<file path="src/source/mem_settings.svh">
`ifndef MEM_SETTINGS_SVH
`define MEM_SETTINGS_SVH

// data word width in bits.
`define MEM_XLEN 32

// byte address width of the execute request.
`define MEM_AWIDTH 32

// data RAM depth in words and its index width.
`define MEM_RAM_WORDS 256
`define MEM_RAM_AWIDTH $clog2(`MEM_RAM_WORDS)

// number of stores the posted write buffer can hold.
`define MEM_WB_DEPTH 4

`endif
</file>
<file path="src/source/pipe_pkg.sv">
`include "mem_settings.svh"

package pipe_pkg;

  // load/store operation as decoded by the execute stage.
  typedef enum logic [2:0] {
    lsu_lb  = 3'd0,
    lsu_lbu = 3'd1,
    lsu_lh  = 3'd2,
    lsu_lhu = 3'd3,
    lsu_lw  = 3'd4,
    lsu_sb  = 3'd5,
    lsu_sh  = 3'd6,
    lsu_sw  = 3'd7
  } lsu_op_type;

  // one instruction handed from execute to the memory stage.
  typedef struct packed {
    logic                    load;
    logic                    store;
    logic                    fence;
    logic [`MEM_AWIDTH-1:0]  addr;   // byte address.
    logic [`MEM_XLEN-1:0]    sdata;  // store data, not yet lane aligned.
    lsu_op_type              lsu_op;
    logic [4:0]              waddr;
    logic                    wren;   // write-back of a non-memory instruction.
    logic [`MEM_XLEN-1:0]    wdata;
  } mem_req_type;

  // register file write port, also used for forwarding.
  typedef struct packed {
    logic                 wren;
    logic [4:0]           waddr;
    logic [`MEM_XLEN-1:0] wdata;
  } reg_write_type;

endpackage

</file>
<file path="src/source/lsu_align.sv">
`include "mem_settings.svh"

module lsu_align (
  input  pipe_pkg::lsu_op_type   op,
  input  logic [1:0]             offset,
  input  logic [`MEM_XLEN-1:0]   store_raw,
  output logic [`MEM_XLEN-1:0]   store_data,
  output logic [`MEM_XLEN/8-1:0] store_strb,
  input  logic [`MEM_XLEN-1:0]   load_raw,
  output logic [`MEM_XLEN-1:0]   load_result
);
  import pipe_pkg::*;

  localparam int strb_w = `MEM_XLEN / 8;

  logic [`MEM_XLEN-1:0] shifted;
  logic [7:0]           byte_lane;
  logic [15:0]          half_lane;

  // the lane is replicated so the strobe alone picks the bytes written.
  always_comb begin
    store_data = store_raw;
    store_strb = '0;
    case (op)
      lsu_sb: begin
        store_data = {(`MEM_XLEN / 8){store_raw[7:0]}};
        store_strb = strb_w'(1) << offset;
      end
      lsu_sh: begin
        store_data = {(`MEM_XLEN / 16){store_raw[15:0]}};
        store_strb = strb_w'(3) << {offset[1], 1'b0};  // low offset bit is masked.
      end
      lsu_sw: store_strb = '1;
      default: store_strb = '0;  // loads write nothing.
    endcase
  end

  always_comb begin
    shifted = load_raw >> {offset, 3'b000};
    byte_lane = shifted[7:0];
    half_lane = offset[1] ? load_raw[31:16] : load_raw[15:0];
    case (op)
      lsu_lb:  load_result = {{(`MEM_XLEN - 8){byte_lane[7]}}, byte_lane};
      lsu_lbu: load_result = {{(`MEM_XLEN - 8){1'b0}}, byte_lane};
      lsu_lh:  load_result = {{(`MEM_XLEN - 16){half_lane[15]}}, half_lane};
      lsu_lhu: load_result = {{(`MEM_XLEN - 16){1'b0}}, half_lane};
      default: load_result = load_raw;
    endcase
  end

endmodule

</file>
<file path="config.mk">
export PLATFORM = sky130hd
export DESIGN_NAME = lsu_align
export DESIGN_NICKNAME = d
export VERILOG_FILES = /design/src/source/pipe_pkg.sv /design/src/source/lsu_align.sv
export VERILOG_INCLUDE_DIRS = /design/src /design/src/source
export SDC_FILE = /design/constraint.sdc
export NUM_CORES = 1
export LEC_CHECK = 0
export CAP_MARGIN = 5
export CORE_AREA = 10 10 50 72
export DETAILED_ROUTE_END_ITERATION = 6
export DIE_AREA = 0 0 60 82
export DONT_BUFFER_PORTS = 1
export PLACE_DENSITY = 0.65
export REMOVE_ABC_BUFFERS = 1
export SYNTH_ARGS = -nofsm -noshare
export SYNTH_HDL_FRONTEND = slang
export SYNTH_SLANG_ARGS = --single-unit
</file>
<file path="constraint.sdc">
create_clock -name vclk -period 4.1
set_clock_uncertainty 0.2 [all_clocks]
set_input_delay 0.82 -clock vclk [all_inputs]
set_output_delay 0.82 -clock vclk [all_outputs]
set_load 0.02 [all_outputs]
</file>
; ---- Yosys cells after proc, flatten, opt, wreduce, memory -nomap -nowiden
; Index checks and enable logic that the tools add are counted.
[totals]
ff_bits = 0
output_inout_bits = 68
wordCells = 14
[classes]
n_eq_ne = 6
shifts = 3
muxes = 4
n_reduce_logical = 1
[ops]
columns = cell, count
row1 = $pmux W32 S4, 1
row2 = $pmux W32 S2, 1
row3 = $shr A32 B5 Y8, 1
row4 = $mux W16, 1
row5 = $pmux W4 S3, 1
row6 = $eq A3 B3 Y1 const B, 3
row7 = $eq A3 B2 Y1 const B, 2
row8 = $shl A1 B2 Y4 const A, 1
row9 = $shl A2 B2 Y4 const A, 1
row10 = $eq A3 B1 Y1 const B, 1
row11 = $logic_not A3 Y1, 1

; ---- Depth between registers and ports, before layout
; Gate-level depths: netlist of the first run.
[logic_depth]
depth_word = 2
depth_mapped = 7
mapped_depth_nobuf = 4

; ---- Worst setup path before layout of the first run
; OpenSTA, ideal clock, no wires.
[synth_timing]
path_kind = input to output
startpoint = input port op[1]
endpoint = output port store_data[16]
t_arrival_ps = 2108
required_time_ps = 3080
slack_ps = 972
stages = 6
cell_sequence = buf_2 -> nand2b_1 -> buf_4 -> a21oi_4 -> buf_2 -> mux2_2
[synth_via]
elab_chain_cells = 2
[synth_lines]
columns = element, line
row1 = "start, declared", lsu_align.sv:4  ; input pipe_pkg::lsu_op_type op,
row2 = $eq A3 B3 Y1, lsu_align.sv:24  ; case (op)
row3 = $pmux W32 S2 *, lsu_align.sv:24
row4 = "end, declared", lsu_align.sv:7  ; output logic [`MEM_XLEN-1:0] store_data,
; Every way passes the cells marked *; elsewhere a longest branch is shown, timed or not.

; ---- Final worst setup path of the first run
[layout_timing]
startpoint = input port op[0]
endpoint = output port load_result[17]
[layout_via]
elab_chain_cells = 2
[layout_lines]
columns = element, line
row1 = "$eq A3 B2 Y1, or another cell as far along", lsu_align.sv:42  ; case (op)
row2 = $pmux W32 S4 *, lsu_align.sv:42
row3 = "end, declared", lsu_align.sv:10  ; output logic [`MEM_XLEN-1:0] load_result
; Marks and branches as above.

==> flow_summary.toml, run 1 <==
[finish]
drive_gt1_share_pct = 15.9
seq_cell_count = 0
area_growth_pct = -11.1
nFillCells = 257
antenna_cells = 0
fin_nets = 216
clkbuf_count = 0
seq_area_um2 = 0

[floorplanning]
row_count = 22
core-area_mm2 = 0.00237
io_pins = 137
die_height_um = 82
die_x_um = 60
dieArea_mm2 = 0.00492
start_util_pct = 49.5

[route]
drc = 0
ant_nets = 0
via_count = 1240
drtPass1Iterations = 4
vias_per_cell = 7.34
drt_iter0_markers = 39
routed_wl_mm = 4.60
routedWlPerCell_um = 27.2

[setup_path]
crit_start = "op[0]"
critical_path.max_fanout = 16
slowest_delay_ps = 880
slowest_stage = "nor3_2"
path_buf_inv = 0
crit_family = "simple AND/OR/NAND/NOR gates"
criticalPathCategory = "in -> out"
required_ps = 3080
cp-start-kind = "primary input"
critPathCaptureType = "primary output"
cp_cell_sequence = "nand2b_1, nor3_2, a211o_1"
cp_data_arrival_time_ps = 2360

[global_routing]
antenna_found_initial = 0
grt_pass1_wl_mm = 6.76
grt_overflow_total = 0
grt_pass1_vias = 1278
grt_max_degree = 46
grt_usage_pct = 16.2

[logic_synthesis]
yosys_warnings = 0
syn_avg_cell_area_um2 = 6.82
yosys.area.top_type = "mux2_2"
synth_top_area_share_pct = 17.3
synthTopCellsByArea = "mux2_2, a211o_1, a21oi_1"
syn_area_mm2 = 0.00117
synth-seq-area-share_pct = 0
syn_inst = 172
yosysUniqueCellTypes = 31

[min_path]
hp-start = "store_raw[5]"
hold_class = "in -> out"

[power]
p_leak_nw = 0.465
irDropWorstVdd_mv = 0.0633
powerDensity_mw_per_mm2 = 169

[sta]
relSlewSlack_pct = 33.4
finalHoldViolCount = 0
finalSetupViolations = 0
max_freq_mhz = 296
worst_slew_pin_slew_ps = 994
drv_slew = 0
fin_crit_sh_pct = 82.4
final.setup.worst_slack_ps = 720
finalSetupTns_ps = 0
rsz0062_at_grt = "no"
finalCriticalPeriod_ps = 3380

[placed_design]
dp_hpwl_mm = 3.75
gp_congestion = 0.798
dp_slack_ps = 734
io_buffers = 0

[clock_network]
ctsResizeCount = 0
cts_hold_buf = 0
cts_setup_buffers = 0

[outcome]
run_status = "complete, no violations"

[flow_run]
max_cap_violations = 0
kinds of logic after synthesis:
logic type	share of synthesized area, %
AOI/OAI and AO/OA	41.8
buffers and inverters	14.6
muxes	25.3
and+or+nand+nor	18.3
cells in the final DEF (no fill, tap or decap), types with 3 or more instances in the layout:
master and count:
o22ai_1 8, a22oi_1 4, inv_1 3, mux2i_1 6, nor2b_1 9, mux2_2 18
nand2b_1 3, o21ai_0 14, nand2_1 12, a21oi_1 19, nor2_1 14, a211o_1 19
synthesized netlist by cell type, drive strengths merged:
cell,instances
buf,20
nor2,15
nor3,2
a221oi,1
a21oi,20
a2bb2oi,2
a211o,19
o21ai,14
mux2,19
a221o,2
mux4,1
o22ai,8
clkbuf,7
or2,1
nand2,13
mux2i,6
o22a,1
a22oi,4
nor2b,9
nand3b,1
a21o,1
inv,3
nand2b,3
final timing paths:
path,end,slack [ps],cells after the start
max,load_result[17],720,3
min,store_data[5],1440,0
final cells by class:
cell class	instances	area, um^2	share of cell area (%)
Tap cell	24	30.0	2.88
Multi-Input combinational cell	142	1000	96.0
Inverter	3	11.3	1.08
metrics by stage:
step / instances / total power, W / area [um^2] / hold WS (ps) / utilization [%]
CTS: 169 / 0.000178 / 1040 / 1440 / 44.0
detailed placement: 169 / 0.000178 / 1040 / 1440 / 44.0
finish: 169 / 0.000176 / 1040 / 1440 / 44.0
global route: 169 / 0.000189 / 1040 / 1440 / 44.0
floorplan: 145 / 0.000157 / 1010 / 1440 / -
global placement: 169 / 0.000176 / 1040 / 1440 / 44.0
report_power, final:
part           switching, W  total (W)  internal [W]
logic              0.000121   0.000176     0.0000554
clock network             0          0             0
registers                 0          0             0
total              0.000121   0.000176     0.0000554
per-layer routing:
| layer | global-route usage, % | wire (um) | up-vias | share of wire (%) |
|---|---|---|---|---|
| li1 | - | - | 578 | - |
| met1 | 16.5 | 1550 | 570 | 34 |
| met2 | 29.8 | 2320 | 92 | 50 |
| met3 | 9.10 | 727 | 0 | 16 |
| met4 | 0 | 0 | 0 | 0 |
| met5 | 0 | 0 | - | 0 |
No activity file was read; power rests on OpenSTA's default activity.
==> inputs of run 2 (changes only) <==
clock period = 3.3 ns   (was 4.1 ns; I/O delays follow)
==> flow_summary.toml, run 2 (synthesis gave the netlist of run 1 again) <==
[route]
ant_nets = 0
via_count = 1293
drtPass1Iterations = 5
routed_wl_mm = 4.65
routedWlPerCell_um = 26.0
vias_per_cell = 7.22
drc = 0
drt_iter0_markers = 48

[sta]
worst_slew_pin_slew_ps = 787
final.setup.worst_slack_ps = 387
rsz0062_at_grt = "no"
fin_crit_sh_pct = 88.3
max_freq_mhz = 343
relSlewSlack_pct = 47.5
finalHoldViolCount = 0
finalSetupTns_ps = 0
drv_slew = 0
finalSetupViolations = 0
finalCriticalPeriod_ps = 2910
holdWs_ps = 1120

[placed_design]
gp_congestion = 0.817
io_buffers = 0
placed_cell_area_mm2 = 0.00112
dp_slack_ps = 382
dp_hpwl_mm = 3.88

[floorplanning]
dieArea_mm2 = 0.00492
die_height_um = 82
core-area_mm2 = 0.00237
die_x_um = 60
io_pins = 137
start_util_pct = 49.5
row_count = 22

[finish]
area_growth_pct = -4.70
fin_area_mm2 = 0.00112
final_cell_mix = "a21oi_1, a211o_1, mux2_2, nor2_1, o21ai_0"
fin_nets = 226
drive_gt1_share_pct = 21.3
seq_cell_count = 0
clkbuf_count = 0
nFillCells = 255
seq_area_um2 = 0
antenna_cells = 0

[setup_path]
endpoint = "load_result[10]"
cp_data_arrival_time_ps = 2050
crit_start = "offset[1]"
critical_path.max_fanout = 23
critPathCaptureType = "primary output"
criticalPathCategory = "in -> out"
cp-start-kind = "primary input"
required_ps = 2440

[power]
irDropWorstVdd_mv = 0.0895
powerDensity_mw_per_mm2 = 208
p_total_w = 0.000233
p_leak_nw = 0.515

[global_routing]
grt_usage_pct = 16.5
antenna_found_initial = 0
grt_overflow_total = 0
grt_pass1_vias = 1338
grt_pass1_wl_mm = 6.87
grt_max_degree = 46

[outcome]
run_status = "complete, no violations"

[min_path]
hold_class = "in -> out"

[clock_network]
cts_setup_buffers = 0
ctsResizeCount = 0
cts_hold_buf = 0

[flow_run]
max_cap_violations = 0
run 2: how the worst min path moves through the flow:
stage,end,cells past startpoint,from
5_1_grt,store_data[4],0,store_raw[4]
3_3_place_gp,store_data[7],0,store_raw[7]
2_1_floorplan,store_data[0],0,store_raw[0]
4_1_cts,store_data[7],0,store_raw[7]
3_5_place_dp,store_data[7],0,store_raw[7]
6_report,store_data[5],0,store_raw[5]
run 2: per-layer routing:
layer | GRT usage, % | wire length [um] | vias to the layer above
met5 | 0 | 0 | -
met4 | 2.03 | 49 | 0
met3 | 8.80 | 723 | 6
met2 | 29.2 | 2400 | 92
met1 | 17.0 | 1480 | 595
li1 | - | - | 600
run 2: power by group:
| group | internal (W) | switching (W) | leakage (nW) |
|---|---|---|---|
| Sequential | 0 | 0 | 0 |
| Clock | 0 | 0 | 0 |
| Combinational | 0.0000805 | 0.000152 | 0.515 |
| Total | 0.0000805 | 0.000152 | 0.515 |
run 2: final cells by class:
| type | count | area, um^2 | share of cell area, % |
|---|---|---|---|
| Tap cell | 24 | 30.0 | 2.69 |
| Inverter | 3 | 11.3 | 1.01 |
| Timing Repair Buffer | 10 | 75.1 | 6.72 |
| Multi-Input combinational cell | 142 | 1000 | 89.6 |
run 2: metrics by stage:
| stage | utilization [%] | std cells |
|---|---|---|
| after floorplan | - | 145 |
| after global routing | 47.2 | 179 |
| after detailed placement | 47.2 | 179 |
| after global placement | 47.2 | 179 |
| final | 47.2 | 179 |
| after CTS | 47.2 | 179 |
run 2: critical path, cell delays in order:
cell and delay (ps):
mux4_2 350, nand2_2 80, nor2_2 610, a221o_1 340
