$ cat src/source/mem_settings.svh
`ifndef MEM_SETTINGS_SVH
`define MEM_SETTINGS_SVH

// data word width in bits.
`define MEM_XLEN 32

// byte address width of the execute request.
`define MEM_AWIDTH 32

// data RAM depth in words and its index width.
`define MEM_RAM_WORDS 256
`define MEM_RAM_AWIDTH $clog2(`MEM_RAM_WORDS)

// number of stores the posted write buffer can hold.
`define MEM_WB_DEPTH 4

`endif
$ cat src/source/bus_pkg.sv
`include "mem_settings.svh"

package bus_pkg;

  // request from the memory stage, a zero strobe with valid set is a read.
  typedef struct packed {
    logic                     valid;
    logic                     fence;
    logic [`MEM_AWIDTH-3:0]   addr;   // word address.
    logic [`MEM_XLEN-1:0]     wdata;
    logic [`MEM_XLEN/8-1:0]   wstrb;
  } bus_req_type;

  typedef struct packed {
    logic                 ready;
    logic [`MEM_XLEN-1:0] rdata;
  } bus_rsp_type;

  // one posted store waiting in the write buffer.
  typedef struct packed {
    logic [`MEM_AWIDTH-3:0]   addr;
    logic [`MEM_XLEN-1:0]     data;
    logic [`MEM_XLEN/8-1:0]   strb;
  } wb_entry_type;

endpackage

$ cat src/source/write_buffer.sv
`include "mem_settings.svh"

module write_buffer (
  input  logic                        clk,
  input  logic                        rst,
  input  bus_pkg::bus_req_type        bus_req,
  output bus_pkg::bus_rsp_type        bus_rsp,
  output logic [`MEM_XLEN/8-1:0]      ram_we,
  output logic [`MEM_RAM_AWIDTH-1:0]  ram_addr,
  output logic [`MEM_XLEN-1:0]        ram_wdata,
  input  logic [`MEM_XLEN-1:0]        ram_rdata
);
  import bus_pkg::*;

  localparam int depth = `MEM_WB_DEPTH;
  localparam int ptr_w = (depth > 1) ? $clog2(depth) : 1;

  wb_entry_type queue [depth];
  wb_entry_type entry_in;

  logic [ptr_w-1:0] head;
  logic [ptr_w-1:0] tail;
  logic [ptr_w:0]   count;
  logic             full;
  logic             empty;
  logic             is_store;
  logic             is_wait;
  logic             enq;
  logic             deq;
  logic             accept;
  logic             ready;

  always_comb begin
    full = count == (ptr_w + 1)'(depth);
    empty = count == '0;
    is_store = bus_req.valid & ~bus_req.fence & (|bus_req.wstrb);
    is_wait = bus_req.valid & ~is_store;  // load or fence.

    // reads and fences only go once every older store is in the RAM.
    enq = is_store & ~full;
    deq = ~empty;
    accept = enq | (is_wait & empty);

    entry_in.addr = bus_req.addr;
    entry_in.data = bus_req.wdata;
    entry_in.strb = bus_req.wstrb;

    ram_we = deq ? queue[head].strb : '0;
    ram_addr = deq ? queue[head].addr[`MEM_RAM_AWIDTH-1:0]
                   : bus_req.addr[`MEM_RAM_AWIDTH-1:0];
    ram_wdata = queue[head].data;

    bus_rsp.ready = ready;
    bus_rsp.rdata = ram_rdata;  // read data lines up with ready.
  end

  always_ff @(posedge clk) begin
    if (enq) begin
      queue[tail] <= entry_in;
    end
  end

  always_ff @(posedge clk) begin
    if (!rst) begin
      head <= '0;
      tail <= '0;
      count <= '0;
      ready <= 1'b0;
    end else begin
      ready <= accept;
      if (enq) begin
        tail <= (tail == ptr_w'(depth - 1)) ? '0 : tail + 1'b1;
      end
      if (deq) begin
        head <= (head == ptr_w'(depth - 1)) ? '0 : head + 1'b1;
      end
      count <= count + (ptr_w + 1)'(enq) - (ptr_w + 1)'(deq);
    end
  end

  // the count agrees with the pointers, so the queue can never overrun.
  a_count_ptrs: assert property (
    @(posedge clk) disable iff (!rst)
      (count <= (ptr_w + 1)'(depth)) && ((head == tail) == (empty | full))
  );

endmodule

$ cat config.mk
export PLATFORM = sky130hd
export DESIGN_NAME = write_buffer
export DESIGN_NICKNAME = d
export VERILOG_FILES = /design/src/source/bus_pkg.sv /design/src/source/write_buffer.sv
export VERILOG_INCLUDE_DIRS = /design/src /design/src/source
export SDC_FILE = /design/constraint.sdc
export NUM_CORES = 1
export LEC_CHECK = 0
export ABC_CLOCK_PERIOD_IN_PS = 3200
export BUFFER_PORTS_ARGS = -buffer_cell sky130_fd_sc_hd__buf_2
export CAP_MARGIN = 20
export CORE_MARGIN = 4
export CORE_UTILIZATION = 48
export DETAILED_ROUTE_END_ITERATION = 8
export PLACE_DENSITY = 0.74
export SETUP_SLACK_MARGIN = 0.4
export SYNTH_ARGS = -nofsm -noshare
export SYNTH_HDL_FRONTEND = slang
export SYNTH_SLANG_ARGS = --single-unit
$ cat constraint.sdc
create_clock -name clk -period 3.2 [get_ports clk]
set_clock_uncertainty 0.2 [all_clocks]
set_input_delay 0.8 -clock clk [delete_from_list [all_inputs] [get_ports clk]]
set_output_delay 0.8 -clock clk [all_outputs]
set_load 0.02 [all_outputs]
# Word-level counts from Yosys, hierarchy flattened

Memory sizes are Yosys's and may differ from the RTL's. A register that Yosys moved wholly into a read port is not among the register bits.
Index checks and enable logic that the tools add are counted.
W data, S select, Z words.

Muxes and demuxes: 8
Add/sub/neg operators: 4
Reduce and logical (&&, ||, !) cells: 2
Equality and inequality tests: 3
Bitwise gates (word level): 10

Operator list:

| operator              | count |
|---|---|
| $mux W2               | 4 |
| $mux W8               | 1 |
| $and A1 B1 Y1         | 5 |
| $add A2 B1 Y2 const B | 2 |
| $eq A2 B2 Y1 const B  | 2 |
| $mux W4               | 1 |
| $not A1 Y1            | 4 |
| $reduce_or A4 Y1      | 1 |
| $add A3 B1 Y3         | 1 |
| $eq A3 B3 Y1 const B  | 1 |
| $logic_not A3 Y1      | 1 |
| $sub A3 B1 Y3         | 1 |
| $mux W1               | 2 |
| $or A1 B1 Y1          | 1 |

Bits of input ports: 102
Memories: 1
Bits in registers: 8
Output and inout bits: 77
Memory bits (writable): 264
Word-level logic and storage cells: 32

Memories:

| name  | depth | bits a word | read ports | clocked after memory_dff | write ports | line               | text |
|---|---|---|---|---|---|---|---|
| queue | 4     | 66          | 1          | 1                        | 1           | write_buffer.sv:18 | `wb_entry_type queue [depth];` |

# Depth between registers and ports, before layout

Gate-level depths: netlist of the first run.

Depth after elaboration: 7
Depth in mapped cells: 12

# Least setup slack after synthesis of the first run

OpenSTA, ideal clock, no wires.

Kind: input port to flip-flop
Start: in bus_req[1] in the netlist's numbering
End: reg count[2]
Required time: 2.885 ns
Buffers on the path: 1
Arrival time: 2.863 ns
Path slack: 0.022 ns
Stages on the path: 12
Path through: or4_1 -> and3_1 -> buf_6 -> inv_1 -> ha_1 -> inv_1 -> ha_1 -> inv_1 -> fa_1 -> xnor2_1 -> xnor2_1 -> and2_1

Word-level cells in the longest chain between the ends: 5

RTL lines:

| item                 | line               | text |
|---|---|---|
| from (decl)          | write_buffer.sv:6  | `input bus_pkg::bus_req_type bus_req,` |
| $reduce_or A4 Y1     | write_buffer.sv:36 | `is_store = bus_req.valid & ~bus_req.fence & (\|bus_req.wstrb);` |
| $and A1 B1 Y1        | write_buffer.sv:36 |  |
| $and A1 B1 Y1        | write_buffer.sv:40 | `enq = is_store & ~full;` |
| $add A3 B1 Y3        | write_buffer.sv:77 | `count <= count + (ptr_w + 1)'(enq) - (ptr_w + 1)'(deq);` |
| $sub A3 B1 Y3        | write_buffer.sv:77 |  |
| to (signal assigned) | write_buffer.sv:77 |  |
| to (decl)            | write_buffer.sv:23 | `logic [ptr_w:0] count;` |

Every way passes these cells.
A chain may end at the register's enable or synchronous reset.

==> run metrics, run 1 <==
outcome=finished clean; Startpoint Class=flop; antenna violations before repair=0; Yosys cell types=26; WL final=12700 um; Finished Cell Area=8610 um2; Core Util, Final=about three fifths; max-slew violation count=0; M2 GR Usage=between 20 and 30%; Die ar.=approximately 17000 um2; post-route minimum period=2.89 ns; clk sinks=186; Post-Syn Area per Cell=22.0 um2; Slew HR=about two thirds; I/O pins=179; multi-input logic area=roughly 1500 um2; DRT iter0 DRCs=between 200 and 250; Worst-Skew Late Latency=0.42 ns; DR vias/cell=5.37; Post-DP HPWL=7920 um; cell area after synthesis=between 7000 and 8000 um2; Non-Filler Instances=615; met3 Usage GRT=5.39%; post-synthesis sequential area ratio=roughly three quarters; placed insts=580; via count=3303; cells after synthesis=332; Clock transition at path regs=0.06 ns; Post-DP Area=7890 um2; #FFs+latches synth=between 150 and 200; RSZ-0062 raised after global routing=true; TritonCTS clock tree=built; Mapped Nets=roughly 440; Core Box Area=~15000 um2; Hold Crit Class=reg2reg; antenna cell count=0; Layout Nets=about 530; IO Port Bufs=92; Root Driver=clkbuf_16; DRC=0; pin count of the biggest net entering global routing=31; Initial Util=49.6%; VDD IR max=424 uV; grt peak-use layer=met2; vias in the first global route=3650; Setup crit end kind=output pin; Pleak=2.97 nW; Num CTS Buffers=17; fmax=346 MHz; DR WL/cell=20.7 um; power density cells=812 nW/um2; WP data required=2.20 ns; first-pass GRT wire length=between 15000 and 20000 um; drt first pass iters=4; WP data arrival=1.89 ns; Max Fanout on Critical Path=8; critical path class=reg2out; fill cell count=1076; htree depth=4; Antenna Nets Post-Route=0; Die Y=131 um; Slew @ Worst Pin=0.483 ns; P&R area growth vs syn=18.1%; global route overflow=0; total track usage=15.3%; share of cells above drive strength 1=around 48%; RD Place Congestion=0.682; endpoints failing setup=0; number of max-cap violations=0; Hold Vio Cnt, Final=0; Die X=131 um; CTS Buffer Depth=2; Final period util=90.4%; met1 global-route usage=19.2%; FF+latch area=between 5000 and 6000 um2; yosys warns=0; FP Rows=between 40 and 50; Fin Hold WS=0.325 ns
## Yosys cell counts
master | n | area share (%)
or4_1 | 1 | 0.10
or3_1 | 1 | 0.086
mux4_2 | 35 | 11
buf_6 | 2 | 0.31
nor2_1 | 3 | 0.15
mux2i_1 | 3 | 0.41
dfxtp_1 | 10 | 2.7
edfxtp_1 | 176 | 73
or3b_1 | 1 | 0.12
fa_1 | 1 | 0.27
mux4_1 | 9 | 3.2
and3_1 | 1 | 0.086
mux2_2 | 8 | 1.2
ha_1 | 7 | 1.2
nor3_2 | 1 | 0.14
nor2b_1 | 7 | 0.60
a21boi_0 | 1 | 0.10
buf_8 | 1 | 0.21
inv_1 | 6 | 0.31
a22oi_1 | 1 | 0.10
buf_4 | 36 | 3.7
xnor2_1 | 2 | 0.24
nand2_1 | 6 | 0.31
buf_2 | 6 | 0.41
clkbuf_1 | 1 | 0.051
and2_1 | 6 | 0.52
## report_power, final
group	switching [W]	internal, W
Combinational	0.00103	0.00105
Clock	0.000863	0.00118
Sequential	0.0000725	0.00280
## kinds of logic after synthesis
family,Yosys count,synth area share [%]
compound gates,2,0.206
xor+xnor,2,0.240
fa+ha+maj,8,1.48
buf+inv,52,5.00
flops,186,75.3
mux,55,15.7
simple gates,27,2.11
## final timing paths
| path | from | endpoint | slack [ns] | depth (start not counted) |
|---|---|---|---|---|
| setup / recovery | flop | ram_addr[1] | 0.31 | 4 |
| hold / removal | tail[1] | tail[1] | 0.32 | 2 |
| setup reg to reg | count[1] | count[2] | 0.67 | 11 |
| hold reg to reg | tail[1] | tail[1] | 0.32 | 2 |
## layer usage
| layer | up-vias | part of all wire, % |
|---|---|---|
| li1 | 1478 | - |
| met1 | 1705 | 41 |
| met2 | 106 | 51 |
| met3 | 14 | 6.6 |
| met4 | 0 | 1.0 |
| met5 | - | 0 |
## flip-flops by register name (all words and copies together) (netlist names), named ones only
| signal | cells |
|---|---|
| count | 3 |
| head | 2 |
| queue | 176 |
| ready | 1 |
| tail | 2 |
## through the flow
step	setup TNS, ns	power [W]	worst slack (ns)
3_3_place_gp	0	0.00474	0.0457
6_report	0	0.00699	0.308
5_1_grt	0	0.00731	0.253
4_1_cts	0	0.00708	0.291
3_5_place_dp	-0.0170	0.00478	-0.0170
2_1_floorplan	0	0.00431	0.0737
## placed cells by master, fill, tap and decap left out, drive strengths merged
cell / count
edfxtp: 176
buf: 113
mux4: 44
clkbuf: 19
dfxtp: 10
mux2: 8
inv: 8
nor2b: 7
ha: 7
nand2: 6
and2: 6
clkinv: 6
nor2: 3
mux2i: 3
clkinvlp: 3
bufinv: 2
xnor2: 2
nor3: 1
or4: 1
or3b: 1
and3: 1
or3: 1
a21boi: 1
a22oi: 1
fa: 1
## cell type report
| cell class | instances | share of cell area (%) |
|---|---|---|
| timing repair buffer | 113 | 9.04 |
| tap | 184 | 2.67 |
| clock inverter | 13 | 1.69 |
| sequential | 186 | 63.8 |
| multi-input combinational | 94 | 17.4 |
| clock buffer | 19 | 5.14 |
| inverter | 6 | 0.262 |
## what timing repair did
action,in CTS,in global routing
setup buffers,3,0
setup endpoints to repair,44,39
gates cloned,0,0
pin swaps,0,1
hold buffers,0,0
resized for setup,35,2
## critical path, cell delays in order, from the launching register on
cell and delay (ns):
dfxtp_4 0.38, buf_12 0.14, mux4_2 0.52, mux2_4 0.30, buf_6 0.13
Note: power is estimated with default switching activity, not from simulation.
==> run 2, diff against run 1 <==
--- a/config.mk
+++ b/config.mk
@@ -6,6 +6,7 @@
 export SDC_FILE = /design/constraint.sdc
 export NUM_CORES = 1
 export LEC_CHECK = 0
+export ABC_AREA = 1
 export ABC_CLOCK_PERIOD_IN_PS = 3200
 export BUFFER_PORTS_ARGS = -buffer_cell sky130_fd_sc_hd__buf_2
 export CAP_MARGIN = 20
==> run metrics, run 2 <==
Pleak=3.14 nW (was 2.97 nW); hold buffers post-CTS=0 (unchanged); Clock transition at path regs=0.07 ns (was 0.06 ns); Die Y=133 um (was 131 um); TritonCTS clock tree=built (unchanged); cells after synthesis=580 (was 332); DR vias/cell=5.27 (was 5.37); Reg2Reg Depth=12 (was 11); Antenna Nets Post-Route=0 (unchanged); slowest CP cell=dfxtp_4 (was mux4_2); Post-Syn Area per Cell=12.9 um2 (was 22.0 um2); synth top area cells=edfxtp_1 (70%), nor2_1 (6.1%), o21ai_0 (4.5%) (was edfxtp_1 (73%), mux4_2 (11%), buf_4 (3.7%)); P_int=0.00485 W (was 0.00503 W); Hold Vio Cnt, Final=0 (unchanged); antenna violations before repair=1 (was 0); Post-DP HPWL=9310 um (was 7920 um); Layout Nets=757 (was 528); VDD IR max=449 uV (was 424 uV); Largest Register=queue (unchanged); DR WL/cell=18.4 um (was 20.7 um); DRC=0 (unchanged); Combinational Power Share=35.1% (was 29.7%); yosys warns=0 (unchanged); htree depth=4 (unchanged); #FFs+latches synth=186 (unchanged); max reg flops=176 (unchanged); commonest non-fill, non-tap cell in the layout=edfxtp_1 (unchanged); via count=4582 (was 3303); fmax=365 MHz (was 346 MHz); pin count of the biggest net entering global routing=89 (was 31); RD Place Congestion=0.785 (was 0.682); CTS Buffer Depth=2 (unchanged); fraction of registers with async set/reset=0% (unchanged); Slew @ Worst Pin=0.370 ns (was 0.483 ns); post-synthesis sequential area ratio=73.1% (was 75.3%); Fin Hold WS=0.357 ns (was 0.325 ns); hold depth=2 (unchanged); Seq pwr share=38.3% (was 41.1%); FP Rows=45 (was 44); Main synth FF type=edfxtp_1 (unchanged); top flop regs=queue (176), count (3) (unchanged); post-route minimum period=2.74 ns (was 2.89 ns); Core Box Area=15300 um2 (was 14700 um2); Initial Util=49.2% (was 49.6%); Die X=133 um (was 131 um); cell area after synthesis=7500 um2 (was 7290 um2); Mapped Nets=690 (was 442); power density cells=886 nW/um2 (was 812 nW/um2); endpoints failing setup=0 (unchanged); WP data arrival=1.74 ns (was 1.89 ns); Die ar.=17700 um2 (was 17200 um2); Yosys cell types=24 (was 26); synth cell count leaders=edfxtp_1 (176), nor2_1 (122), o21ai_0 (68) (was edfxtp_1 (176), buf_4 (36), mux4_2 (35)); I/O pins=179 (unchanged); critical path class=reg2out (unchanged); Switching Share=36.4% (was 28.1%); cell accounting for the most synthesized area=edfxtp_1 (unchanged); Slew HR=75.3% (was 67.8%); total track usage=17.8% (was 15.3%); Final period util=85.7% (was 90.4%); slowest stage delay, CP=0.48 ns (was 0.52 ns); P&R area growth vs syn=14.8% (was 18.1%); most frequent cells in the layout=edfxtp_1 (176), nor2_1 (118), buf_2 (91) (was edfxtp_1 (176), buf_2 (84), mux4_2 (40)); WP data required=2.20 ns (about the same); outcome=finished clean (unchanged); Worst-Skew Late Latency=0.43 ns (was 0.42 ns); Setup crit end kind=output pin (unchanged); Hold Crit Class=reg2reg (unchanged); clk sinks=186 (unchanged); vias in the first global route=4583 (was 3650); max-slew violation count=0 (unchanged); most frequent cell after synthesis=edfxtp_1 (unchanged); drt first pass iters=5 (was 4); worst-path cell chain=buf_4, clkbuf_16, o21ai_0, o22ai_1, buf_2 (was buf_12, mux4_2, mux2_4, buf_6); Root Driver=clkbuf_16 (unchanged); DRT iter0 DRCs=373 (was 226); Startpoint Class=flop (unchanged); number of max-cap violations=0 (unchanged); antenna cell count=0 (unchanged); P_sw=0.00278 W (was 0.00196 W); setup TNS=0 ns (unchanged); share of cells above drive strength 1=23.2% (was 48.3%); Max Fanout on Critical Path=21 (was 8); IO Port Bufs=92 (unchanged); Num CTS Buffers=17 (unchanged); RSZ-0062 raised after global routing=true (unchanged); first-pass GRT wire length=24100 um (was 20000 um); share of the synthesized area in the top cell type=70.5% (was 72.5%); Post-synth EDFFs=176 (unchanged); clock share of power=26.6% (was 29.2%); WL final=16000 um (was 12700 um); global route overflow=0 (unchanged)
==> run 2: changes by cell type after synthesis, moves of 7 or more <==
cell,delta
nor2_1,+119
o21ai_0,+68
nand2_1,+42
mux4_2,-35
o22ai_1,+32
o21ai_1,+21
inv_1,+9
mux4_1,-9
mux2_2,-8
nor2b_1,-7
==> run 2: layout make-up <==
class | instances | area (um2)
multi-input combinational | 313 | 1510
tap | 211 | 264
sequential | 186 | 5490
fill | 1198 | 6650
timing repair buffer | 111 | 677
clock inverter | 13 | 145
clock buffer | 18 | 429
inverter | 18 | 96.3
==> run 2: stage by stage <==
step                      area (um2)  power (W)  util, %  setup slack [ns]  std cells
after floorplan                 7510    0.00482        -             0.259        580
after global placement          7900    0.00536     51.8             0.428        834
after detailed placement        7900    0.00546     51.8             0.355        834
after CTS                       8520    0.00753     55.8             0.406        866
after global routing            8610    0.00804     56.4             0.386        870
final                           8610    0.00763     56.4             0.459        870
==> run 2: timing repair <==
| item | CTS | global route |
|---|---|---|
| pin swaps | 0 | 0 |
| resized for setup | 9 | 10 |
| gates cloned | 0 | 2 |
| setup endpoints to repair | 44 | 28 |
| setup buffers | 1 | 2 |
==> run 2: logic make-up after synthesis <==
| family | synth area share, % |
|---|---|
| flops | 73.1 |
| simple gates | 9.18 |
| compound gates | 8.94 |
| buf+inv | 7.19 |
| fa+ha+maj | 1.43 |
| xor+xnor | 0.117 |
==> run 2: final timing paths <==
check	from	endpoint	slack [ns]
max	flop	ram_wdata[20]	0.46
max reg2reg	count[1]	count[2]	0.86
min reg2reg	head[1]	flop	0.36
min	head[1]	flop	0.36
==> run 2: power groups by stage <==
stage	clock, W	sequential (W)	combinational [W]
after floorplan	0	0.00291	0.00191
after global placement	0	0.00295	0.00241
after detailed placement	0	0.00296	0.00250
after CTS	0.00205	0.00291	0.00257
after global routing	0.00216	0.00293	0.00295
final	0.00203	0.00292	0.00268
==> run 2: per-layer routing <==
metal  share of wire [%]  track usage [%]
met4                 2.6             8.26
met2                  52             30.2
met5               0.081                0
met3                 6.0             4.87
met1                  40             21.1
==> run 2: worst max-delay path, delay by kind of cell, from the launching register on <==
family / cells / cell delay (ns)
flip-flops: 1 / 0.48
buffers and inverters: 3 / 0.55
AO/OA/AOI/OAI: 2 / 0.27
