**src/source/mem_settings.svh**
```systemverilog
`ifndef MEM_SETTINGS_SVH
`define MEM_SETTINGS_SVH

// data word width in bits.
`define MEM_XLEN 32

// byte address width of the execute request.
`define MEM_AWIDTH 32

// data RAM depth in words and its index width.
`define MEM_RAM_WORDS 256
`define MEM_RAM_AWIDTH $clog2(`MEM_RAM_WORDS)

// number of stores the posted write buffer can hold.
`define MEM_WB_DEPTH 4

`endif
```
**src/source/bus_pkg.sv**
```systemverilog
`include "mem_settings.svh"

package bus_pkg;

  // request from the memory stage, a zero strobe with valid set is a read.
  typedef struct packed {
    logic                     valid;
    logic                     fence;
    logic [`MEM_AWIDTH-3:0]   addr;   // word address.
    logic [`MEM_XLEN-1:0]     wdata;
    logic [`MEM_XLEN/8-1:0]   wstrb;
  } bus_req_type;

  typedef struct packed {
    logic                 ready;
    logic [`MEM_XLEN-1:0] rdata;
  } bus_rsp_type;

  // one posted store waiting in the write buffer.
  typedef struct packed {
    logic [`MEM_AWIDTH-3:0]   addr;
    logic [`MEM_XLEN-1:0]     data;
    logic [`MEM_XLEN/8-1:0]   strb;
  } wb_entry_type;

endpackage

```
**src/source/pipe_pkg.sv**
```systemverilog
`include "mem_settings.svh"

package pipe_pkg;

  // load/store operation as decoded by the execute stage.
  typedef enum logic [2:0] {
    lsu_lb  = 3'd0,
    lsu_lbu = 3'd1,
    lsu_lh  = 3'd2,
    lsu_lhu = 3'd3,
    lsu_lw  = 3'd4,
    lsu_sb  = 3'd5,
    lsu_sh  = 3'd6,
    lsu_sw  = 3'd7
  } lsu_op_type;

  // one instruction handed from execute to the memory stage.
  typedef struct packed {
    logic                    load;
    logic                    store;
    logic                    fence;
    logic [`MEM_AWIDTH-1:0]  addr;   // byte address.
    logic [`MEM_XLEN-1:0]    sdata;  // store data, not yet lane aligned.
    lsu_op_type              lsu_op;
    logic [4:0]              waddr;
    logic                    wren;   // write-back of a non-memory instruction.
    logic [`MEM_XLEN-1:0]    wdata;
  } mem_req_type;

  // register file write port, also used for forwarding.
  typedef struct packed {
    logic                 wren;
    logic [4:0]           waddr;
    logic [`MEM_XLEN-1:0] wdata;
  } reg_write_type;

endpackage

```
**src/source/memory_stage.sv**
```systemverilog
`include "mem_settings.svh"

module memory_stage (
  input  logic                    clk,
  input  logic                    rst,
  input  pipe_pkg::mem_req_type   req,
  input  logic                    clear,
  output bus_pkg::bus_req_type    bus_req,
  input  bus_pkg::bus_rsp_type    bus_rsp,
  output pipe_pkg::lsu_op_type    align_op,
  output logic [1:0]              align_offset,
  output logic [`MEM_XLEN-1:0]    store_raw,
  input  logic [`MEM_XLEN-1:0]    store_data,
  input  logic [`MEM_XLEN/8-1:0]  store_strb,
  output logic [`MEM_XLEN-1:0]    load_raw,
  input  logic [`MEM_XLEN-1:0]    load_result,
  output pipe_pkg::reg_write_type reg_write,
  output logic                    stall
);
  import pipe_pkg::*;
  import bus_pkg::*;

  typedef struct packed {
    logic        kill;  // clear arrived while the instruction was stalled.
    mem_req_type req;
  } stage_reg_type;

  stage_reg_type r;
  stage_reg_type rin;
  mem_req_type   src;
  mem_req_type   align_src;
  logic          r_mem;
  logic          hold_issue;

  always_comb begin
    r_mem = r.req.load | r.req.store | r.req.fence;
    stall = r_mem & ~bus_rsp.ready;  // no response yet for the op in the stage.

    // while stalled the staged op is retried, otherwise the new request goes out.
    src = stall ? r.req : req;

    // a staged load owns the alignment unit for its result, so a store
    // behind it waits one cycle and is retried from the stage register.
    hold_issue = ~stall & r.req.load & req.store;
    align_src = (stall | r.req.load) ? r.req : req;

    align_op = align_src.lsu_op;
    align_offset = align_src.addr[1:0];
    store_raw = align_src.sdata;
    load_raw = bus_rsp.rdata;

    bus_req.valid = (src.load | src.store | src.fence) & ~hold_issue;
    bus_req.fence = src.fence;
    bus_req.addr = src.addr[`MEM_AWIDTH-1:2];
    bus_req.wdata = store_data;
    bus_req.wstrb = src.store ? store_strb : '0;

    reg_write.waddr = r.req.waddr;
    if (r_mem) begin
      reg_write.wren = r.req.load & (|r.req.waddr);  // x0 is never written.
      reg_write.wdata = load_result;
    end else begin
      reg_write.wren = r.req.wren;
      reg_write.wdata = r.req.wdata;
    end
    if (stall | clear | r.kill) begin
      reg_write.wren = 1'b0;
    end

    rin = r;
    if (stall) begin
      rin.kill = r.kill | clear;
    end else begin
      rin.req = req;
      rin.kill = 1'b0;
    end
  end

  always_ff @(posedge clk) begin
    if (!rst) begin
      r <= '0;
    end else begin
      r <= rin;
    end
  end

  // a bus response only ever arrives for the memory op held in the stage.
  a_ready_for_staged_op: assert property (
    @(posedge clk) disable iff (!rst) bus_rsp.ready |-> r_mem
  );

  // the execute stage must hold its request for as long as the stall lasts.
  a_req_held: assert property (
    @(posedge clk) disable iff (!rst) stall |=> $stable(req)
  );

endmodule

```
**config.mk**
```make
export PLATFORM = sky130hd
export DESIGN_NAME = memory_stage
export DESIGN_NICKNAME = d
export VERILOG_FILES = /design/src/source/bus_pkg.sv /design/src/source/pipe_pkg.sv /design/src/source/memory_stage.sv
export VERILOG_INCLUDE_DIRS = /design/src /design/src/source
export SDC_FILE = /design/constraint.sdc
export NUM_CORES = 1
export LEC_CHECK = 0
export ABC_AREA = 1
export ABC_CLOCK_PERIOD_IN_PS = 1400
export BUFFER_PORTS_ARGS = -buffer_cell sky130_fd_sc_hd__buf_2
export CORE_AREA = 2 2 151 153
export DETAILED_ROUTE_END_ITERATION = 16
export DIE_AREA = 0 0 153 155
export MAX_ROUTING_LAYER = met4
export PLACE_DENSITY_LB_ADDON = 0.08
export SETUP_SLACK_MARGIN = 0.15
export SLEW_MARGIN = 20
export SYNTH_ARGS = -nofsm -noshare
export SYNTH_HDL_FRONTEND = slang
export SYNTH_SLANG_ARGS = --single-unit
```
**constraint.sdc**
```tcl
create_clock -name clk -period 1.4 [get_ports clk]
set_input_delay 0 -clock clk [delete_from_list [all_inputs] [get_ports clk]]
set_output_delay 0 -clock clk [all_outputs]
set_load 0.01 [all_outputs]
```
==> After elaboration in Yosys (flattened, before gate mapping) <==
Cells that the tools add are included.
{ "word_totals": {"ff_bits": 109, "input_bits": 212, "out_inout_bits": 176, "elab_cells": 35} }
{ "classes": {"muxes": 6, "bitwise": 16, "reduce_logical": 2} }
{ "ops": {"columns": ["cell", "count"], "rows": [
  ["$mux 108", 1],
  ["$mux 75", 1],
  ["$mux 32", 1],
  ["$or 1x1->1", 8],
  ["$and 1x1->1", 5],
  ["$reduce_or 5->1", 1],
  ["$mux 4", 1],
  ["$not 1->1", 3],
  ["$mux 1", 2],
  ["$reduce_and 2->1", 1]
]} }

==> Longest topological paths before layout <==
Gate-level depths: netlist of the first run.
{ "logic_depth": {"word_depth": 8, "ltp_mapped": 9, "depth_no_buf": 8} }

==> Least setup slack after synthesis of the first run <==
No wires, ideal clock.
{ "synth_path": {"path_kind": "reg-to-reg", "from": "reg r[107] (netlist name)", "to": "reg r[29] (netlist name)", "setup_time_ns": 0.116, "arrival_ns": 1.092, "t_required_ns": 1.284, "slack_ns": 0.193, "stages_incl_launch_ff": 9, "path_buffers": 2, "synth_period_minus_slack_ns": 1.207, "path_cell_list": "dfxtp_1 -> nor2_2 -> nand2_4 -> nand2_4 -> inv_2 -> buf_6 -> buf_4 -> nor2_1 -> nor2_1"} }
{ "synth_between": {"elab_chain_cells": 3} }
{ "synth_rtl": {"columns": ["item", "line_no", "rtl"], "rows": [
  ["start: declaration", "memory_stage.sv:28", "stage_reg_type r;"],
  ["start signal: assignment", "memory_stage.sv:83", "r <= rin;"],
  ["$or 1x1->1 (2 in a row)", "memory_stage.sv:36", "r_mem = r.req.load | r.req.store | r.req.fence;"],
  ["$and 1x1->1", "memory_stage.sv:37", "stall = r_mem & ~bus_rsp.ready;"]
]} }
Every way passes these cells.
A chain may end at the register's enable or synchronous reset.

==> results of run 1 <==
## logic make-up (layout without fill, tap and decap cells)
group / after synthesis / after routing / synth area share
compound gates: 107 / 107 / 0.0928
flops: 109 / 109 / 0.376
simple gates: 446 / 447 / 0.302
buf+inv: 225 / 493 / 0.229
other cells: 0 / 1 / 0
## power by group through the flow
| stage | sequential, mW | clock, mW | combinational [mW] |
|---|---|---|---|
| global placement | 3.61 | 0 | 2.46 |
| CTS | 3.55 | 2.61 | 2.94 |
| global route | 3.60 | 2.72 | 3.51 |
| floorplan | 3.57 | 0 | 1.81 |
| finish | 3.56 | 2.49 | 3.17 |
| detailed placement | 3.60 | 0 | 2.45 |
## sequential cells by signal, indices dropped and copies added, names as in the netlist
name       flops
r            104
reg_write      5
## what timing repair did
action / 4_1_cts / 5_1_grt
hold endpoints to repair: 105 / 0
pin swaps: 3 / 0
buffers inserted: 3 / 6
endpoints found under the setup margin: 208 / 211
cloned: 5 / 6
gates resized for setup: 53 / 70
hold buffers: 105 / 0
## layer usage
| metal | up-vias | routed length (µm) |
|---|---|---|
| li1 | 3153 | - |
| met1 | 2658 | 9440 |
| met3 | 33 | 908 |
| met5 | - | 0 |
| met4 | 0 | 403 |
| met2 | 214 | 8770 |
## through the flow
| step | hold WS (ns) | TNS, ns | worst slack [ns] |
|---|---|---|---|
| 2_1_floorplan | 0.0871 | 0 | 0.193 |
| 3_3_place_gp | 0.0000686 | 0 | 0.0459 |
| 3_5_place_dp | 0.0000686 | 0 | 0.0338 |
| 4_1_cts | 0.0000686 | -26.24 | -0.307 |
| 5_1_grt | 0.0000161 | -32.75 | -0.365 |
| 6_report | -0.00637 | -20.88 | -0.273 |
## worst max-delay path by stage
| stage | to | from | slack (ns) | cells past startpoint |
|---|---|---|---|---|
| 6_report | reg_write[7] | r[107] | -0.27 | 9 |
| 5_1_grt | reg_write[37] | r[107] | -0.36 | 8 |
| 4_1_cts | bus_req[59] | r[105] | -0.31 | 8 |
| 3_5_place_dp | reg_write[36] | r[107] | 0.03 | 7 |
| 3_3_place_gp | store_raw[2] | r[107] | 0.05 | 7 |
| 2_1_floorplan | r[29] | r[107] | 0.19 | 8 |
## critical path: stages (launching register included)
cell        delay [ns]
dfxtp_4           0.36
nor2_4            0.04
nand2_4           0.10
buf_6             0.12
clkinvlp_4        0.15
buf_12            0.17
clkbuf_16         0.15
nand2_2           0.05
nand2_1           0.04
buf_2             0.14
## cell usage after synthesis (all sizes together)
| master | count |
|---|---|
| nand2 | 211 |
| nor2 | 192 |
| buf | 136 |
| dfxtp | 109 |
| o21ai | 106 |
| inv | 74 |
| nand3 | 39 |
| clkbuf | 15 |
| nor3 | 3 |
| a22oi | 1 |
| and2 | 1 |
## area by class of cell
type / instances / area share
Inverter: 74 / 0.0330
Timing Repair Buffer: 403 / 0.352
Antenna cell: 1 / 0.000289
Multi-Input combinational cell: 554 / 0.288
Clock buffer: 12 / 0.0285
Clock inverter: 4 / 0.00376
Tap cell: 285 / 0.0412
Sequential cell: 109 / 0.253
==> flow_metrics.py, run 1 <==
metrics = {
    "detailed_routing": {
        "totalWireLength_um": 19500,
        "via_per_inst": 4.20,
        "drc": 0,
        "firstDrtPassIters": 4,
        "ant_nets": 0,
        "drt_iter0_drc": 257,
        "vias": 6058,
        "wl_per_cell_um": 13.5,
    },
    "sta": {
        "slew_viol_final": 0,
        "fin_crit_ns": 1.67,
        "holdWs_ns": -0.00637,
        "finalSetupViolCount": 110,
        "slew_headroom": 0.677,
        "max_freq_mhz": 598,
        "tightest_slew_ns": 0.484,
        "rsz0062_at_grt": "yes",
        "hold_viol_final": 1,
        "finalCritPeriodShare": 1.20,
        "skew_ns": 0.0115,
        "final.setup.worst_slack_ns": -0.273,
    },
    "floorplanning": {
        "rows": 55,
        "coreArea_um2": 22200,
        "die-height_um": 155,
        "ioPinCount": 388,
        "start_util": 0.261,
        "die-area_um2": 23700,
        "die_w_um": 153,
    },
    "critical_path": {
        "worst-r2r-setup-slack_ns": 0,
        "r2r_end": "r[11]",
        "critical_path_class": "reg -> out",
        "worstSetupStartpointType": "flip-flop",
        "cp.required_ns": 1.40,
        "end_kind": "output port",
        "ff2ff_path_depth": 8,
        "crit_arrival_ns": 1.67,
        "reg2reg_from": "r[107]",
        "path_max_fanout": 5,
    },
    "placement": {
        "dpl.cell_count": 1300,
        "detailed_place.area_um2": 6660,
        "place.detailed.hpwl_um": 12000,
        "place.gp.congestion": 0.716,
        "port_buffers": 259,
    },
    "cts": {
        "cts_sinks": 109,
        "cts_buffer_depth": 2,
        "root_buffer": "clkbuf_16",
        "cts_tree": "done",
        "h-tree-depth": 3,
        "clk_pin_slew_ns": 0.08,
        "cts_buffers": 9,
        "clock_latency_ns": 0.35,
    },
    "logic_synthesis": {
        "synth_area_per_cell_um2": 6.54,
        "ys_types": 19,
        "synth_top_area_cell": "dfxtp_1",
        "syn_inst": 887,
        "syn_area_um2": 5800,
        "syn_nets": 1099,
        "synth-seq-cells": 109,
        "synth_warnings": 0,
        "ys_top_cells_by_area": "dfxtp_1, buf_4, nand2_1",
        "seq_area_frac_synth": 0.376,
        "synth_top_area_frac": 0.376,
    },
    "grt": {
        "grt_pass1_wl_um": 29400,
        "globalRouteMet3Util": 0.0231,
        "grt_use_total": 0.158,
        "grt_antenna_before_repair": 1,
        "grt_max_degree": 77,
        "grt-busiest-layer": "met2",
        "groute.layer.met2.usage": 0.252,
        "grt-ovfl-total": 0,
        "gr-usage-met1": 0.204,
        "grt_pass1_vias": 5764,
    },
    "power": {
        "p_per_area_nw_per_um2": 1070,
        "internal-power_mw": 6.17,
        "total_power_mw": 9.22,
        "power.switching_mw": 3.05,
        "power_frac_comb": 0.344,
        "switching_share": 0.331,
        "seqPwrFrac": 0.386,
        "p_clk_frac": 0.270,
        "p_leak_nw": 4.55,
        "ir_worst_vdd_mv": 0.471,
    },
    "layout": {
        "register_area_um2": 2190,
        "fillers": 2409,
        "area_growth_pct": 49.1,
        "final_cells": 1442,
        "layout_common_cells": "buf_2, nor2_1, nand2_1, dfxtp_1, dlygate4sd3_1",
        "fin_area_um2": 8650,
        "design.final.nets": 1363,
        "drive_gt1_frac": 0.324,
        "final_common_cell": "buf_2",
        "final_util": 0.389,
        "multi_input_area_um2": 2490,
    },
    "status": {
        "status": "finished with violations",
        "violations": "negative hold slack, negative setup slack",
    },
    "hold_path": {
        "hold_depth": 5,
        "hold_start": "req[103]",
        "hold_end": "r[103]",
        "hp-class": "in -> reg",
    },
    "run": {
        "drv_cap": 0,
    },
}
Power figures use the tool's default switching activity.
==> run 2: changes to the inputs <==
- ABC_AREA: 1 -> not set
- CORE_AREA: 2 2 151 153 -> not set
- CORE_MARGIN: not set -> 2
- CORE_UTILIZATION: not set -> 30
- DIE_AREA: 0 0 153 155 -> not set
==> flow_metrics.py, run 2 <==
metrics = {
    "critical_path": {
        "critical_path_class": "reg -> out",
        "worst-r2r-setup-slack_ns": -0.40,
        "end_kind": "output port",
        "r2r_end": "r[75]",
        "crit_slowest_cell": "dfxtp_4",
        "cp.required_ns": 1.40,
        "slowest_delay_ns": 0.38,
        "crit_arrival_ns": 1.82,
        "ff2ff_path_depth": 10,
        "path_max_fanout": 7,
        "crit_family": "buffers and inverters",
        "cp_num_buf_inv": 3,
        "worstSetupStartpointType": "flip-flop",
        "reg2reg_from": "r[105]",
        "path_cells": "o21ba_4 > nor2_4 > buf_12 > clkbuf_16 > mux2_4 > buf_6",
    },
    "logic_synthesis": {
        "syn_area_um2": 6460,
        "synth_warnings": 0,
        "synth_edf_count": 0,
        "synth_top_area_frac": 0.338,
        "ys_top_cells_by_area": "dfxtp_1, buf_4, mux2_2",
        "synth-seq-cells": 109,
        "synth_top_flop_cell": "dfxtp_1",
        "ys_types": 29,
        "synth_commonest_cells": "nand2_1, dfxtp_1, buf_4",
        "yosysMostFrequentCell": "nand2_1",
        "synth_top_area_cell": "dfxtp_1",
        "seq_area_frac_synth": 0.338,
        "syn_nets": 949,
        "async_flop_share": 0,
        "syn_inst": 737,
        "synth_area_per_cell_um2": 8.77,
    },
    "detailed_routing": {
        "firstDrtPassIters": 6,
        "drt_iter0_drc": 178,
        "ant_nets": 0,
        "totalWireLength_um": 22100,
        "vias": 6006,
        "via_per_inst": 4.66,
        "drc": 0,
        "wl_per_cell_um": 17.1,
    },
    "power": {
        "p_clk_frac": 0.277,
        "total_power_mw": 10.3,
        "p_per_area_nw_per_um2": 995,
        "seqPwrFrac": 0.340,
        "power_frac_comb": 0.382,
        "power.switching_mw": 3.00,
        "ir_worst_vdd_mv": 0.564,
        "switching_share": 0.290,
        "internal-power_mw": 7.33,
        "p_leak_nw": 4.79,
    },
    "cts": {
        "cts_sinks": 109,
        "clk_pin_slew_ns": 0.07,
        "cts_tree": "done",
        "clock_latency_ns": 0.36,
        "root_buffer": "clkbuf_16",
        "cts_buffers": 9,
        "cts_buffer_depth": 2,
        "h-tree-depth": 3,
    },
    "sta": {
        "tightest_slew_ns": 0.406,
        "fin_crit_ns": 1.82,
        "rsz0062_at_grt": "yes",
        "hold_viol_final": 0,
        "max_freq_mhz": 549,
        "skew_ns": 0.00852,
        "slew_headroom": 0.730,
        "setup-tns-final_ns": -58.35,
        "slew_viol_final": 0,
        "finalCritPeriodShare": 1.30,
        "finalSetupViolCount": 212,
        "final.setup.worst_slack_ns": -0.423,
    },
    "floorplanning": {
        "die_w_um": 151,
        "start_util": 0.307,
        "die-area_um2": 22700,
        "die-height_um": 151,
        "coreArea_um2": 21100,
        "ioPinCount": 388,
        "rows": 53,
    },
    "grt": {
        "grt_pass1_vias": 6017,
        "grt_use_total": 0.182,
        "grt-ovfl-total": 0,
        "grt_max_degree": 45,
        "gr-usage-met1": 0.199,
        "grt_pass1_wl_um": 31200,
        "groute.layer.met2.usage": 0.326,
        "grt-busiest-layer": "met2",
        "grt_antenna_before_repair": 0,
        "globalRouteMet3Util": 0.0298,
    },
    "layout": {
        "design.final.nets": 1221,
        "fin_area_um2": 10400,
        "drive_gt1_frac": 0.465,
        "area_growth_pct": 60.5,
        "top_register": "r",
        "diodes": 0,
        "final_cells": 1289,
        "layout_common_cells": "buf_2, nand2_1, dfxtp_1, buf_6, dlygate4sd3_1",
        "largest_reg_flops": 104,
        "final_common_cell": "buf_2",
    },
    "hold_path": {
        "hold_end": "load_raw[12]",
        "hold_start": "bus_rsp[12]",
        "hold_depth": 0,
        "hp-class": "in -> out",
    },
    "placement": {
        "dpl.cell_count": 1144,
        "place.gp.congestion": 0.748,
        "place.detailed.hpwl_um": 14200,
        "detailed_place.area_um2": 7670,
        "port_buffers": 259,
        "dp_slack_ns": -0.112,
    },
    "run": {
        "drv_cap": 0,
    },
    "status": {
        "violations": "negative setup slack",
        "status": "finished with violations",
    },
}
[run 2: power groups by stage]
stage / clock [mW] / sequential (mW) / combinational, mW
finish: 2.86 / 3.51 / 3.95
global placement: 0 / 3.57 / 2.53
CTS: 2.97 / 3.52 / 3.35
detailed placement: 0 / 3.58 / 2.56
floorplan: 0 / 3.53 / 2.01
global route: 3.08 / 3.54 / 4.20
[run 2: logic make-up after synthesis]
kind of cell / after synthesis / synth area share
compound gates: 40 / 0.0455
simple gates: 288 / 0.226
mux: 144 / 0.236
buf+inv: 156 / 0.154
flops: 109 / 0.338
[run 2: timing repair]
item,CTS,global route
endpoints found under the hold margin,78,0
buffers inserted,20,13
gates cloned,8,10
pin swaps,16,25
resized for setup,89,96
setup endpoints to repair,214,214
hold buffers,78,0
[run 2: per-layer routing]
layer  wire length [µm]  vias to the layer above
li1                   -                     2917
met5                  0                        -
met3               1070                       65
met4                630                        0
met2              11400                      195
met1               8950                     2829
[run 2: cell type report]
class	count	area, µm²
well taps	275	344
inverters	1	16.3
flip-flops and latches	109	2200
fillers	1957	10700
multi-input cells	472	3710
repair buffers	416	3780
clock buffers	9	225
clock inverters	7	96.3
[run 2: worst max-delay path by stage]
stage	slack, ns	cells after the start	startpoint	endpoint
after floorplan	-0.0004	7	r[107]	r[44]
after global routing	-0.48	5	r[107]	bus_req[49]
after detailed placement	-0.11	4	r[105]	reg_write[7]
final	-0.42	6	r[105]	align_op[2]
after global placement	-0.09	4	r[105]	reg_write[1]
after CTS	-0.46	5	r[106]	align_op[0]
[run 2: through the flow]
step | util | hold slack [ns]
6_report | 0.492 | 0.00000392
5_1_grt | 0.492 | 0.0000155
4_1_cts | 0.452 | 0.0000686
3_5_place_dp | 0.364 | 0.0000686
3_3_place_gp | 0.364 | 0.0000686
2_1_floorplan | - | 0.0277
